### src/common/i3c_target_pkg.sv
// I3C target bus definitions
package i3c_target_pkg;

  // One SDR data byte as it leaves the bus deserializer.
  localparam int unsigned RxByteWidth = 8;

  // Width of the error code carried in an RX descriptor.
  localparam int unsigned RxErrWidth = 4;

  // Receive error codes reported to software in the RX descriptor.
  // Only overflow is produced by this path, the rest of the code space
  // stays free for future bus-level errors such as parity.
  typedef enum logic [RxErrWidth-1:0] {
    RxErrNone     = 4'd0, // Transfer completed, every byte was queued.
    RxErrOverflow = 4'd1  // The data queue filled up and later bytes were lost.
  } rx_err_e;

endpackage

### src/common/tti_pkg.sv
// TTI queue definitions
package tti_pkg;

  // Byte counter width, which also bounds the length of one transfer.
  localparam int unsigned RxByteCountWidth = 16;

  // Bits between the error code and the byte count.
  localparam int unsigned RxDescReservedWidth = 12;

  // Default queue depths, in entries.
  localparam int unsigned DefaultRxDataDepth = 16; // Bytes.
  localparam int unsigned DefaultRxDescDepth = 4;  // Descriptors.

  // RX descriptor as software reads it.
  // The error code sits in the top nibble, the byte count in the low half.
  typedef struct packed {
    i3c_target_pkg::rx_err_e err;              // Bits 31 to 28.
    logic [RxDescReservedWidth-1:0] reserved;  // Bits 27 to 16, always zero.
    logic [RxByteCountWidth-1:0] byte_count;   // Bits 15 to 0, accepted bytes.
  } rx_desc_t;

endpackage

### src/common/rx_byte_if.sv
// Receive byte stream interface
interface rx_byte_if;

  logic [i3c_target_pkg::RxByteWidth-1:0] data_byte; // Byte from the bus.
  logic valid; // One cycle per byte, only while ready is high.
  logic last;  // Ends the transfer, alone or together with its final byte.
  logic err;   // Ends the transfer on overflow, never together with valid.
  logic ready; // Data queue has room for one more byte.

  // The receive stage drives the stream.
  modport source (
    output data_byte, valid, last, err,
    input  ready
  );

  // The descriptor stage consumes it and reports space back.
  modport sink (
    input  data_byte, valid, last, err,
    output ready
  );

endinterface

### src/tti_queue/tti_fifo.sv
// TTI queue with commit on flush
module tti_fifo #(
  parameter type         payload_t = logic [7:0], // Entry type.
  parameter int unsigned Depth     = 16           // Number of entries.
) (
  input  logic     clk_i,
  input  logic     rst_ni,
  input  logic     wvalid_i, // Push wdata_i, ignored while full.
  input  payload_t wdata_i,
  input  logic     wflush_i, // Commit all earlier pushes.
  output logic     full_o,   // Every slot holds an unread entry.
  output logic     rvalid_o, // A committed entry is waiting.
  output payload_t rdata_o,
  input  logic     rready_i
);

  // Index width plus one wrap bit, so full and empty can be told apart.
  localparam int unsigned AddrW = (Depth > 1) ? $clog2(Depth) : 1;
  localparam int unsigned PtrW  = AddrW + 1;

  payload_t mem [Depth]; // Entry storage.

  logic [PtrW-1:0] wr_ptr_q;  // Next slot to write.
  logic [PtrW-1:0] rd_ptr_q;  // Next slot to read.
  logic [PtrW-1:0] cmt_ptr_q; // Reads may not pass this slot.
  logic            push;
  logic            pop;

  // Advances a pointer and wraps at Depth, which need not be a power of two.
  function automatic logic [PtrW-1:0] ptr_inc(input logic [PtrW-1:0] ptr);
    logic [PtrW-1:0] nxt;
    if (ptr[AddrW-1:0] == AddrW'(Depth - 1)) begin
      nxt = {~ptr[PtrW-1], {AddrW{1'b0}}}; // Back to slot 0, flip the wrap bit.
    end else begin
      nxt = ptr + 1'b1;
    end
    return nxt;
  endfunction

  // Full looks at the write pointer, so uncommitted entries take space too.
  assign full_o   = (wr_ptr_q[AddrW-1:0] == rd_ptr_q[AddrW-1:0]) &&
                    (wr_ptr_q[PtrW-1] != rd_ptr_q[PtrW-1]);
  assign rvalid_o = (cmt_ptr_q != rd_ptr_q);
  assign rdata_o  = mem[rd_ptr_q[AddrW-1:0]];

  assign push = wvalid_i & ~full_o; // A write into a full queue is lost.
  assign pop  = rvalid_o & rready_i;

  always_ff @(posedge clk_i or negedge rst_ni) begin
    if (!rst_ni) begin
      wr_ptr_q  <= '0;
      rd_ptr_q  <= '0;
      cmt_ptr_q <= '0;
    end else begin
      if (push) begin
        wr_ptr_q <= ptr_inc(wr_ptr_q);
      end
      if (pop) begin
        rd_ptr_q <= ptr_inc(rd_ptr_q);
      end
      // The commit takes the write pointer as it stands before this cycle's push.
      // Readers see the entries from the cycle after the flush edge.
      if (wflush_i) begin
        cmt_ptr_q <= wr_ptr_q;
      end
    end
  end

  // Write port of the entry storage.
  always_ff @(posedge clk_i) begin
    if (push) begin
      mem[wr_ptr_q[AddrW-1:0]] <= wdata_i;
    end
  end

endmodule

### src/design/private_write_rx.sv
// Private Write receive stage
module private_write_rx (
  input  logic                                   clk_i,
  input  logic                                   rst_ni,
  input  logic [i3c_target_pkg::RxByteWidth-1:0] bus_byte_i,       // Byte off the bus.
  input  logic                                   bus_byte_valid_i, // One cycle per byte.
  input  logic                                   bus_byte_last_i,  // Final byte of transfer.
  rx_byte_if.source                              rx_o
);

  logic [i3c_target_pkg::RxByteWidth-1:0] byte_q; // Byte waiting for the queue.
  logic valid_q;   // A byte is due on the stream this cycle.
  logic last_q;    // The transfer ends this cycle.
  logic discard_q; // Drops every byte until bus last after an overflow.
  logic overflow;  // The byte due now finds the queue full.
  logic drop;      // Bus byte sampled at the coming edge is thrown away.

  // Ready is checked in the cycle a byte is due, not when it was sampled.
  // That way the write of the previous byte is already reflected in full.
  assign overflow = valid_q & ~rx_o.ready;

  // An overflow on a byte that is not the last starts the discard right away,
  // so the next bus byte sampled at the end of this cycle is already dropped.
  assign drop = discard_q | (overflow & ~last_q);

  always_ff @(posedge clk_i or negedge rst_ni) begin
    if (!rst_ni) begin
      valid_q   <= 1'b0;
      last_q    <= 1'b0;
      discard_q <= 1'b0;
    end else begin
      valid_q <= bus_byte_valid_i & ~drop;
      last_q  <= bus_byte_last_i & ~drop; // A bare last is passed on as well.
      if (bus_byte_last_i) begin
        discard_q <= 1'b0; // Bus transfer is over, the next one starts clean.
      end else if (overflow && !last_q) begin
        discard_q <= 1'b1; // More bytes follow that the queue cannot take.
      end
    end
  end

  // The payload register loads whenever the bus presents a byte.
  always_ff @(posedge clk_i) begin
    if (bus_byte_valid_i) begin
      byte_q <= bus_byte_i;
    end
  end

  assign rx_o.data_byte = byte_q;
  assign rx_o.valid     = valid_q & rx_o.ready; // Forwarded only when there is room.

  // A refused byte turns into the error strobe.
  // It also ends the transfer, so last is held back in that cycle.
  assign rx_o.err  = overflow;
  assign rx_o.last = last_q & ~overflow;

endmodule

### src/design/descriptor_rx.sv
// RX descriptor generator
module descriptor_rx #(
  parameter int unsigned RxDescDataWidth = 32 // Width of one descriptor word.
) (
  input  logic                                   clk_i,
  input  logic                                   rst_ni,
  rx_byte_if.sink                                rx_i,
  input  logic                                   data_full_i,   // Data queue has no room.
  output logic                                   data_wvalid_o, // Push one byte.
  output logic [i3c_target_pkg::RxByteWidth-1:0] data_wdata_o,
  output logic                                   data_wflush_o, // Commit the transfer.
  output logic                                   desc_wvalid_o, // Push one descriptor.
  output tti_pkg::rx_desc_t                      desc_wdata_o
);

  localparam int unsigned CntW = tti_pkg::RxByteCountWidth;
  localparam int unsigned PadW = RxDescDataWidth - i3c_target_pkg::RxErrWidth - CntW;

  logic [CntW-1:0] count_q;    // Bytes accepted so far in this transfer.
  logic [CntW-1:0] byte_count; // Count including the byte accepted this cycle.
  logic            accept;     // A byte goes into the data queue now.
  logic            ended;      // Transfer ends this cycle, by last or by error.
  logic            ended_q;    // Transfer ended in the previous cycle.
  i3c_target_pkg::rx_err_e err_code;
  logic [RxDescDataWidth-1:0] desc_flat;

  assign rx_i.ready = ~data_full_i;
  assign accept     = rx_i.valid & rx_i.ready;
  assign ended      = rx_i.last | rx_i.err;
  assign byte_count = count_q + CntW'(accept); // The final byte may come with last.

  always_ff @(posedge clk_i or negedge rst_ni) begin
    if (!rst_ni) begin
      count_q <= '0;
      ended_q <= 1'b0;
    end else begin
      ended_q <= ended;
      if (ended) begin
        count_q <= '0; // Error clears the count just like last.
      end else if (accept) begin
        count_q <= byte_count;
      end
    end
  end

  // Bytes go straight through in the cycle they are valid.
  assign data_wvalid_o = accept;
  assign data_wdata_o  = rx_i.data_byte;

  assign err_code  = rx_i.err ? i3c_target_pkg::RxErrOverflow : i3c_target_pkg::RxErrNone;
  assign desc_flat = {err_code, {PadW{1'b0}}, byte_count};

  // The descriptor is pushed in the cycle the transfer ends but stays hidden.
  // One cycle later the shared flush commits it together with the data bytes,
  // and a byte of a following transfer written in that cycle is not included.
  assign desc_wvalid_o = ended;
  assign desc_wdata_o  = tti_pkg::rx_desc_t'(desc_flat);
  assign data_wflush_o = ended_q;

endmodule

### src/design/rx_tti_top.sv
// TTI receive path top level
module rx_tti_top #(
  parameter int unsigned RxDataDepth = tti_pkg::DefaultRxDataDepth, // Data queue bytes.
  parameter int unsigned RxDescDepth = tti_pkg::DefaultRxDescDepth  // Descriptor entries.
) (
  input  logic                                        clk_i,
  input  logic                                        rst_ni,
  input  logic [i3c_target_pkg::RxByteWidth-1:0]      bus_byte_i,
  input  logic                                        bus_byte_valid_i,
  input  logic                                        bus_byte_last_i,
  output logic                                        rx_data_rvalid_o,
  output logic [i3c_target_pkg::RxByteWidth-1:0]      rx_data_rdata_o,
  input  logic                                        rx_data_rready_i,
  output logic                                        rx_desc_rvalid_o,
  output logic [$bits(tti_pkg::rx_desc_t)-1:0]        rx_desc_rdata_o,
  input  logic                                        rx_desc_rready_i
);

  logic                                   data_full;   // Data queue cannot take a byte.
  logic                                   data_wvalid;
  logic [i3c_target_pkg::RxByteWidth-1:0] data_wdata;
  logic                                   data_wflush; // Commits data and descriptor.
  logic                                   desc_wvalid;
  tti_pkg::rx_desc_t                      desc_wdata;
  tti_pkg::rx_desc_t                      desc_rdata;

  rx_byte_if rx_bus ();

  // Registers bus bytes and handles overflow.
  private_write_rx pw_rx (
    .clk_i            (clk_i),
    .rst_ni           (rst_ni),
    .bus_byte_i       (bus_byte_i),
    .bus_byte_valid_i (bus_byte_valid_i),
    .bus_byte_last_i  (bus_byte_last_i),
    .rx_o             (rx_bus.source)
  );

  descriptor_rx #(
    .RxDescDataWidth ($bits(tti_pkg::rx_desc_t))
  ) desc_rx (
    .clk_i         (clk_i),
    .rst_ni        (rst_ni),
    .rx_i          (rx_bus.sink),
    .data_full_i   (data_full),
    .data_wvalid_o (data_wvalid),
    .data_wdata_o  (data_wdata),
    .data_wflush_o (data_wflush),
    .desc_wvalid_o (desc_wvalid),
    .desc_wdata_o  (desc_wdata)
  );

  tti_fifo #(
    .payload_t (logic [i3c_target_pkg::RxByteWidth-1:0]),
    .Depth     (RxDataDepth)
  ) data_queue (
    .clk_i    (clk_i),
    .rst_ni   (rst_ni),
    .wvalid_i (data_wvalid),
    .wdata_i  (data_wdata),
    .wflush_i (data_wflush),
    .full_o   (data_full),
    .rvalid_o (rx_data_rvalid_o),
    .rdata_o  (rx_data_rdata_o),
    .rready_i (rx_data_rready_i)
  );

  // Same flush as the data queue, so a descriptor and its bytes appear together.
  // A write while this queue is full is dropped and nothing reports it.
  tti_fifo #(
    .payload_t (tti_pkg::rx_desc_t),
    .Depth     (RxDescDepth)
  ) desc_queue (
    .clk_i    (clk_i),
    .rst_ni   (rst_ni),
    .wvalid_i (desc_wvalid),
    .wdata_i  (desc_wdata),
    .wflush_i (data_wflush),
    .full_o   (),
    .rvalid_o (rx_desc_rvalid_o),
    .rdata_o  (desc_rdata),
    .rready_i (rx_desc_rready_i)
  );

  assign rx_desc_rdata_o = desc_rdata; // Flat 32-bit word for software.

endmodule

### config.mk
export PLATFORM = sky130hd
export DESIGN_NAME = rx_tti_top
export DESIGN_NICKNAME = d
export VERILOG_FILES = /design/src/common/i3c_target_pkg.sv /design/src/common/tti_pkg.sv /design/src/common/rx_byte_if.sv /design/src/tti_queue/tti_fifo.sv /design/src/design/private_write_rx.sv /design/src/design/descriptor_rx.sv /design/src/design/rx_tti_top.sv
export SDC_FILE = /design/constraint.sdc
export NUM_CORES = 1
export LEC_CHECK = 0
export BUFFER_PORTS_ARGS = -buffer_cell sky130_fd_sc_hd__buf_4
export CAP_MARGIN = 20
export CORE_MARGIN = 1.5
export CORE_UTILIZATION = 40
export CTS_CLUSTER_SIZE = 8
export DETAILED_ROUTE_END_ITERATION = 8
export PLACE_DENSITY_LB_ADDON = 0.15
export SYNTH_ARGS = -nofsm -noshare
export SYNTH_HDL_FRONTEND = slang
export SYNTH_SLANG_ARGS = --single-unit
export TNS_END_PERCENT = 1
### constraint.sdc
create_clock -name clk_i -period 3.7 [get_ports clk_i]
set_input_delay 0.74 -clock clk_i [delete_from_list [all_inputs] [get_ports clk_i]]
set_output_delay 0.74 -clock clk_i [all_outputs]
set_load 0.05 [all_outputs]
# Word-level counts from Yosys, hierarchy flattened

Memory sizes are Yosys's and may differ from the RTL's.
Index checks and enable logic that the tools add are counted.

Bits in registers: 52
Bits in writable memories: 196
Memories kept: 2

$add $sub $neg: 5
Equality and inequality tests: 10
Multiplexer cells: 13
Bitwise gates (word level): 22
Reductions and logical operators: 6

Memory list:

| memory         | depth | bits a word | read ports | clocked after Yosys merged registers in | write ports | RTL line       | source |
|---|---|---|---|---|---|---|---|
| data_queue.mem | 16    | 8           | 1          | 0                                       | 1           | tti_fifo.sv:21 | `payload_t mem [Depth];` |
| desc_queue.mem | 4     | 17          | 1          | 0                                       | 1           | tti_fifo.sv:21 |  |

Operators with widths:

| cell                | number |
|---|---|
| $mux 16             | 2 |
| $add 16x1->16       | 1 |
| $and 1x1->1         | 11 |
| $add 5x1->5 const B | 2 |
| $mux 5              | 2 |
| $not 1->1           | 9 |
| $eq 4x4->1 const B  | 2 |
| $mux 1              | 7 |
| $add 3x1->3 const B | 2 |
| $mux 3              | 2 |
| $ne 5x5->1          | 1 |
| $eq 2x2->1 const B  | 2 |
| $eq 4x4->1          | 1 |
| $reduce_bool 2->1   | 2 |
| $logic_and 1x1->1   | 3 |
| $ne 3x3->1          | 1 |
| $eq 2x2->1          | 1 |
| $ne 1x1->1          | 2 |
| $or 1x1->1          | 2 |
| $logic_not 1->1     | 1 |

# Depth between registers and ports, before layout

Gate-level depths: netlist of run 1.

Depth in word-level cells: 9
Depth in mapped cells: 12

# By module

From an unflattened synthesis of run 1, not the netlist that was laid out.

Cells, all modules: 713
Area, all modules: 12,861.1 µm²

Modules (own cells, without submodules):

| module                | times used | cells an instance | area an instance (µm²) | sequential area each (µm²) |
|---|---|---|---|---|
| tti_fifo (data_queue) | 1          | 310               | 5,864.4                | 4,219.0 |
| tti_fifo (desc_queue) | 1          | 238               | 5,326.4                | 4,068.9 |
| descriptor_rx         | 1          | 147               | 1,292.5                | 425.4 |
| private_write_rx      | 1          | 18                | 377.9                  | 315.3 |

# Least setup slack after synthesis of run 1

No wires, ideal clock.

Kind: register to output
Start point: register data_queue.rd_ptr_q[0]
End point: output rx_data_rdata_o[1] (netlist bit)
Arrival: 2.216 ns
Required time: 2.960 ns
Path slack: 0.744 ns
Stages on the path, launching flop included: 7
Buffers on the path: 3
Path through: dfrtp_1 > buf_4 > buf_4 > buf_4 > mux4_2 > nand2_1 > a31oi_1

Cells in the longest elaborated chain, start to end: 1

RTL lines:

| what                   | RTL line         | source |
|---|---|---|
| start, declared        | tti_fifo.sv:24   | `logic [PtrW-1:0] rd_ptr_q;` |
| start signal, assigned | tti_fifo.sv:59   | `rd_ptr_q <= ptr_inc(rd_ptr_q);` |
| $mem_v2 16x8           | --               |  |
| end, declared          | rx_tti_top.sv:12 | `output logic [i3c_target_pkg::RxByteWidth-1:0] rx_data_rdata_o,` |

Every way passes these cells.

# Worst setup path in the final report of run 1

Start point: register data_queue.rd_ptr_q[0]
End point: output rx_data_rdata_o[3] (netlist bit)

The elaborated chain is that of the path after synthesis.

==> flow_summary.json, run 1 <==
{
  "outcome": "finished, final reports clean",
  "route.detailed.drc": 0,
  "clockRootBuffer": "clkbuf_16",
  "numCtsBuffers": 36,
  "ys_warn_count": 0,
  "seqPwrFrac_pct": 37.8,
  "crit_path_start_kind": "register",
  "clock-sinks": 248,
  "synth_area_leader_cell": "edfxtp_1",
  "p_clk_share_pct": 28.8,
  "drt_iter0_drc": 278,
  "required_ns": 2.96,
  "combinationalPowerShare_pct": 33.5,
  "grt_usage_pct": 15.9,
  "maxSlewViolCount": 0,
  "ctsResizeCount": 0,
  "r2r_end": "desc_rx.count_q[13]",
  "die_h_um": 163,
  "port-buffer-count": 40,
  "slew_headroom_pct": 33.0,
  "htree_num_levels": 2,
  "routed-via-count": 5231,
  "post-place-ws_ns": 0.635,
  "power.total_mw": 10.4,
  "synth_ff_type": "edfxtp_1",
  "drive_above_1_share_pct": 24.1,
  "viasPerCell": 5.20,
  "synth_top_family_by_area": "multiplexers",
  "die_w_um": 163,
  "rsz0062_at_grt": "no",
  "final_core_util_pct": 47.5,
  "post-dp-hpwl_um": 12600,
  "multi_input_area_um2": 2820,
  "min_path_type": "input pin to asynchronous set/reset pin",
  "fin_crit_sh_pct": 92.5,
  "cts_buffer_depth": 3,
  "synth_mux_area_share_pct": 12.0,
  "max-cap-violations": 0,
  "routedWlPerCell_um": 19.9,
  "syn_to_final_growth_pct": 16.4,
  "fin_crit_ns": 3.42,
  "p_sw_mw": 3.60,
  "cp-end-kind": "primary output",
  "grt_max_degree": 45,
  "r2r.worst_path.cells": 8,
  "synthAdderAreaFrac_pct": 1.58,
  "r2r_setup_slack_ns": 0.85,
  "synth_top_area_share_pct": 59.6,
  "seqCellArea_um2": 7230,
  "syn_area_per_cell_um2": 17.5,
  "hold_viol": 0,
  "drt_wl_total_um": 20000,
  "ios": 56,
  "cts_tree": "built",
  "grt_pass1_vias": 5649,
  "ys_types": 56,
  "path_clk_slew_ns": 0.05,
  "firstDrtPassIters": 4,
  "grt_pass1_wl_um": 32000,
  "core-area_um2": 25200,
  "clock_latency_ns": 0.50,
  "intPower_mw": 6.79,
  "max_clock_freq_ghz": 0.292,
  "synth-edff-count": 204,
  "vdd_drop_max_uv": 549,
  "synth-seq-area-share_pct": 70.3,
  "cts.hold.buffers_added": 0,
  "crit_type": "register to primary output",
  "syn_inst": 588,
  "fin_ws_ns": 0.277,
  "grt_overflow_total": 0,
  "cts_setup_buffers": 0,
  "swShare_pct": 34.7,
  "setup_viol": 0,
  "nFillCells": 2138,
  "rows": 58,
  "ys_seq_elements": 248,
  "nNetsFinal": 681,
  "die-area_um2": 26700,
  "finClkSkew_ns": 0.0212,
  "crit-reg2reg-launch": "data_queue.rd_ptr_q[0]",
  "setup_tns_ns": 0,
  "yosys.area_share.simple_pct": 6.24,
  "postRouteAntennaNets": 0,
  "antenna_found_initial": 0,
  "gp_congestion": 0.805,
  "synth_area_leaders": "edfxtp_1 60%, mux4_2 11%, dfrtp_1 11%, xnor2_1 1.8%, ha_1 1.6%",
  "async_flop_share_pct": 17.7,
  "antenna_cells": 0,
  "power-per-cell-area_nw_per_um2": 869,
  "synth_compound_area_share_pct": 3.93,
  "p_leak_nw": 4.27,
  "synthesis.area_um2": 10300,
  "tightest_slew_ns": 1.01,
  "critPathMaxFanout": 17,
  "worst_ep_arrival_time_ns": 2.68,
  "synth-xor-area-share_pct": 3.07,
  "start_util_pct": 40.8
}
[kinds of logic (layout without fill, tap and decap cells)]
family | count (synthesis) | in the layout
DFF | 248 | 248
and+or+nand+nor | 118 | 118
muxes | 61 | 61
AOI/OAI and AO/OA | 59 | 59
buffers and inverters | 52 | 125
xor gates and xnor gates | 36 | 36
adders and majority gates | 13 | 13
other | 1 | 15
[power by group through the flow]
stage | clock (mW) | combinational (mW) | sequential (mW)
2_1_floorplan | 0 | 2.75 | 3.77
3_5_place_dp | 0 | 3.54 | 3.99
4_1_cts | 3.07 | 3.55 | 3.94
6_report | 2.99 | 3.48 | 3.92
5_1_grt | 3.18 | 3.75 | 4.00
3_3_place_gp | 0 | 3.52 | 3.95
[state kept, by name, summed over array words and instances, names as in the netlist]
name	cells
data_queue.cmt_ptr_q	5
desc_queue.rd_ptr_q	3
pw_rx.valid_q	1
desc_queue.wr_ptr_q	3
data_queue.mem	128
desc_queue.mem	68
pw_rx.rx_o.data_byte	8
desc_rx.data_wflush_o	1
desc_rx.count_q	16
data_queue.wr_ptr_q	5
pw_rx.discard_q	1
pw_rx.last_q	1
data_queue.rd_ptr_q	5
desc_queue.cmt_ptr_q	3
[layer usage]
metal  vias up  part of all wire (%)  global-route usage [%]
met5         -                     0                       0
li1       2404                     -                       -
met2       134                    52                    28.0
met1      2658                    42                    20.1
met4         0                   2.0                    4.34
met3        35                   4.5                    2.74
[critical path: stages, from the launching register on]
cell      delay, ns
dfrtp_2        0.70
mux4_2         0.58
nor2b_1        0.14
a211oi_1       0.44
a31oi_1        0.10
buf_4          0.21
[cell type report]
class / instances / area share (%)
well taps: 330 / 3.45
multi-input cells: 302 / 23.5
clock buffers: 58 / 8.57
clock inverters: 1 / 0.136
repair buffers: 55 / 3.55
inverters: 11 / 0.345
flip-flops and latches: 248 / 60.4
[cells in the final DEF (no fill, tap or decap), types with 2 or more instances in the layout]
cell / netlist / final
edfxtp_1: 204 / 204
buf_4: 21 / 54
mux4_2: 49 / 49
dfrtp_1: 44 / 43
clkbuf_16: 0 / 38
nand2_1: 30 / 30
xnor2_1: 21 / 21
clkbuf_1: 9 / 20
nor2_1: 17 / 17
and3_1: 17 / 17
xor2_1: 15 / 15
conb_1: 1 / 15
nand3_1: 13 / 13
a21oi_1: 13 / 13
ha_1: 13 / 13
inv_1: 10 / 10
a31oi_1: 10 / 10
nor2b_1: 9 / 9
mux2_2: 9 / 9
a211oi_1: 8 / 8
and2_1: 7 / 7
nor3_1: 6 / 6
o21ai_1: 6 / 6
nand4_1: 5 / 5
a21o_1: 3 / 3
a22o_1: 3 / 3
and4_1: 2 / 2
or3_1: 2 / 2
mux2_1: 2 / 2
nand3b_1: 2 / 2
o21ai_0: 2 / 2
a221o_1: 2 / 2
[how the worst max path moves through the flow]
stage                                 from            endpoint  slack [ns]
floorplan           data_queue.rd_ptr_q[0]  rx_data_rdata_o[1]        0.74
global placement    data_queue.rd_ptr_q[0]  rx_data_rdata_o[3]        0.66
detailed placement  data_queue.rd_ptr_q[0]  rx_data_rdata_o[3]        0.64
CTS                 data_queue.rd_ptr_q[0]  rx_data_rdata_o[3]        0.11
global route        data_queue.rd_ptr_q[0]  rx_data_rdata_o[3]        0.09
finish              data_queue.rd_ptr_q[0]  rx_data_rdata_o[3]        0.28
[Yosys cell counts, types with 6 or more instances]
cell type / number
a211oi_1: 8
a21oi_1: 13
a31oi_1: 10
and2_1: 7
and3_1: 17
buf_2: 9
buf_4: 21
clkbuf_1: 9
dfrtp_1: 44
edfxtp_1: 204
ha_1: 13
inv_1: 10
mux2_2: 9
mux4_2: 49
nand2_1: 30
nand3_1: 13
nor2_1: 17
nor2b_1: 9
nor3_1: 6
o21ai_1: 6
xnor2_1: 21
xor2_1: 15
[metrics by stage]
stage | hold slack (ns) | cell area [um^2] | instances
5_1_grt | 0.282 | 12000 | 1005
3_3_place_gp | 0.478 | 10900 | 946
4_1_cts | 0.260 | 12000 | 1005
2_1_floorplan | 0.444 | 10300 | 602
6_report | 0.243 | 12000 | 1005
3_5_place_dp | 0.481 | 10900 | 946
Note: power is estimated with default switching activity, not from simulation.
==> run 2: changes to the inputs <==
--- a/config.mk
+++ b/config.mk
@@ -7,12 +7,13 @@
 export LEC_CHECK = 0
 export BUFFER_PORTS_ARGS = -buffer_cell sky130_fd_sc_hd__buf_4
 export CAP_MARGIN = 20
-export CORE_MARGIN = 1.5
+export CORE_MARGIN = 5
 export CORE_UTILIZATION = 40
 export CTS_CLUSTER_SIZE = 8
 export DETAILED_ROUTE_END_ITERATION = 8
 export PLACE_DENSITY_LB_ADDON = 0.15
 export SYNTH_ARGS = -nofsm -noshare
 export SYNTH_HDL_FRONTEND = slang
+export SYNTH_HIERARCHICAL = 1
 export SYNTH_SLANG_ARGS = --single-unit
 export TNS_END_PERCENT = 1
==> run 2 against run 1 <==
Net effect: area after synthesis is 25% higher; wire length is 22% higher; critical path depth is 1 higher; maximum frequency is 2.7% higher; sequential power is 23% higher; core utilization is 0.91 points lower; sequential share of layout area is 0.85 points higher; via count is 21% higher; flip-flop and latch count is 60 higher; critical endpoint is now rx_data_rdata_o[2]; largest cell class unchanged.
==> flow_summary.json, run 2 <==
{
  "outcome": "finished, final reports clean",
  "start_util_pct": 40.6,
  "clock_latency_ns": 0.51,
  "grt_usage_pct": 13.7,
  "syn_to_final_growth_pct": 14.7,
  "finClkSkew_ns": 0.0166,
  "hold_viol": 0,
  "die_w_um": 189,
  "port-buffer-count": 55,
  "die-area_um2": 35800,
  "min_path_type": "input pin to asynchronous set/reset pin",
  "viasPerCell": 5.22,
  "cts.hold.buffers_added": 0,
  "worst_ep_arrival_time_ns": 2.59,
  "fin_crit_sh_pct": 90.1,
  "syn_area_per_cell_um2": 18.1,
  "crit_type": "register to primary output",
  "cts_buffer_depth": 3,
  "postRouteAntennaNets": 0,
  "setup_tns_ns": 0,
  "critPathMaxFanout": 32,
  "numCtsBuffers": 44,
  "antenna_cells": 0,
  "grt_overflow_total": 0,
  "gp_congestion": 0.773,
  "core-area_um2": 31600,
  "grt_pass1_wl_um": 38500,
  "ctsResizeCount": 0,
  "setup_viol": 0,
  "max_clock_freq_ghz": 0.300,
  "final_common_cell": "edfxtp_1",
  "crit_path_start_kind": "register",
  "syn_inst": 712,
  "required_ns": 2.96,
  "drt_wl_total_um": 24400,
  "path_delay_family": "buffers and inverters",
  "route.detailed.drc": 0,
  "holdWs_ns": 0.241,
  "grt_max_degree": 46,
  "nFillCells": 2667,
  "cts_setup_buffers": 0,
  "clockRootBuffer": "clkbuf_16",
  "rows": 65,
  "nNetsFinal": 813,
  "antenna_found_initial": 0,
  "cts_tree": "built",
  "routedWlPerCell_um": 20.1,
  "post-dp-hpwl_um": 15300,
  "p_leak_nw": 5.21,
  "path_cells": "buf_6 -> and2b_1 -> a22oi_1 -> mux2i_1 -> o21ai_1 -> buf_4",
  "crit_slowest_cell": "dfrtp_2",
  "max_stage_delay_ns": 0.37,
  "ios": 56,
  "power-per-cell-area_nw_per_um2": 884,
  "synthesis.area_um2": 12900,
  "fin_crit_ns": 3.33,
  "cp-end-kind": "primary output",
  "rsz0062_at_grt": "no",
  "tightest_slew_ns": 0.673,
  "routed-via-count": 6341,
  "max-cap-violations": 0,
  "grt_pass1_vias": 6827,
  "die_h_um": 189,
  "vdd_drop_max_uv": 768,
  "layout_common_cells": "264 x edfxtp_1, 68 x buf_4, 56 x mux4_2",
  "maxSlewViolCount": 0,
  "worst-path-buf-inv": 2,
  "firstDrtPassIters": 4,
  "htree_num_levels": 2,
  "clock-sinks": 308,
  "slew_headroom_pct": 55.2,
  "drt_iter0_drc": 341,
  "path_clk_slew_ns": 0.05,
  "drive_above_1_share_pct": 24.8,
  "ys_warn_count": 6
}
## run 2: power by group
group          internal [mW]  total, mW  switching, mW  leakage [nW]
registers               4.51       4.82          0.314          2.98
clock network           2.22       3.54           1.32         0.589
logic                   1.72       4.67           2.95          1.63
total                   8.45       13.0           4.59          5.21
## run 2: layer usage
layer	wire (um)	vias to the layer above	global-route usage (%)
met1	10400	3255	17.3
li1	-	2919	-
met3	894	51	2.71
met4	729	0	4.70
met2	12300	116	23.7
met5	0	-	0
## run 2: per-stage QoR
step	instances	utilization, %	power, mW	setup slack (ns)	instance area (um^2)
after floorplan	726	-	8.43	0.344	12900
after global placement	1142	42.7	9.58	0.564	13500
after detailed placement	1142	42.7	9.66	0.434	13500
after CTS	1214	46.6	13.3	0.105	14700
after global routing	1214	46.6	13.7	0.144	14700
final	1214	46.6	13.0	0.368	14700
## run 2: worst paths after layout
path                            cells after the start  slack, ns                   start                 endpoint
worst max-delay path                                6       0.37  data_queue/rd_ptr_q[0]       rx_data_rdata_o[2]
worst min-delay path                                1       0.24                  rst_ni      desc_rx/count_q[15]
worst max register to register                     13       0.44  data_queue/wr_ptr_q[0]      desc_rx/count_q[14]
worst min register to register                      1       0.47         pw_rx/discard_q            pw_rx/valid_q
max in group asynchronous                           1       2.99                  rst_ni   desc_queue/rd_ptr_q[0]
min in group clk_i                                  1       0.41           bus_byte_i[7]  pw_rx/rx_o.data_byte[7]
## run 2: final cells by class
cell class | count | area (um^2) | area share [%]
Clock buffer | 71 | 1220 | 8.30
Clock inverter | 1 | 5.00 | 0.0339
Inverter | 13 | 48.8 | 0.331
Multi-Input combinational cell | 349 | 3390 | 23.0
Sequential cell | 308 | 9030 | 61.2
Tap cell | 402 | 503 | 3.41
Timing Repair Buffer | 70 | 542 | 3.67
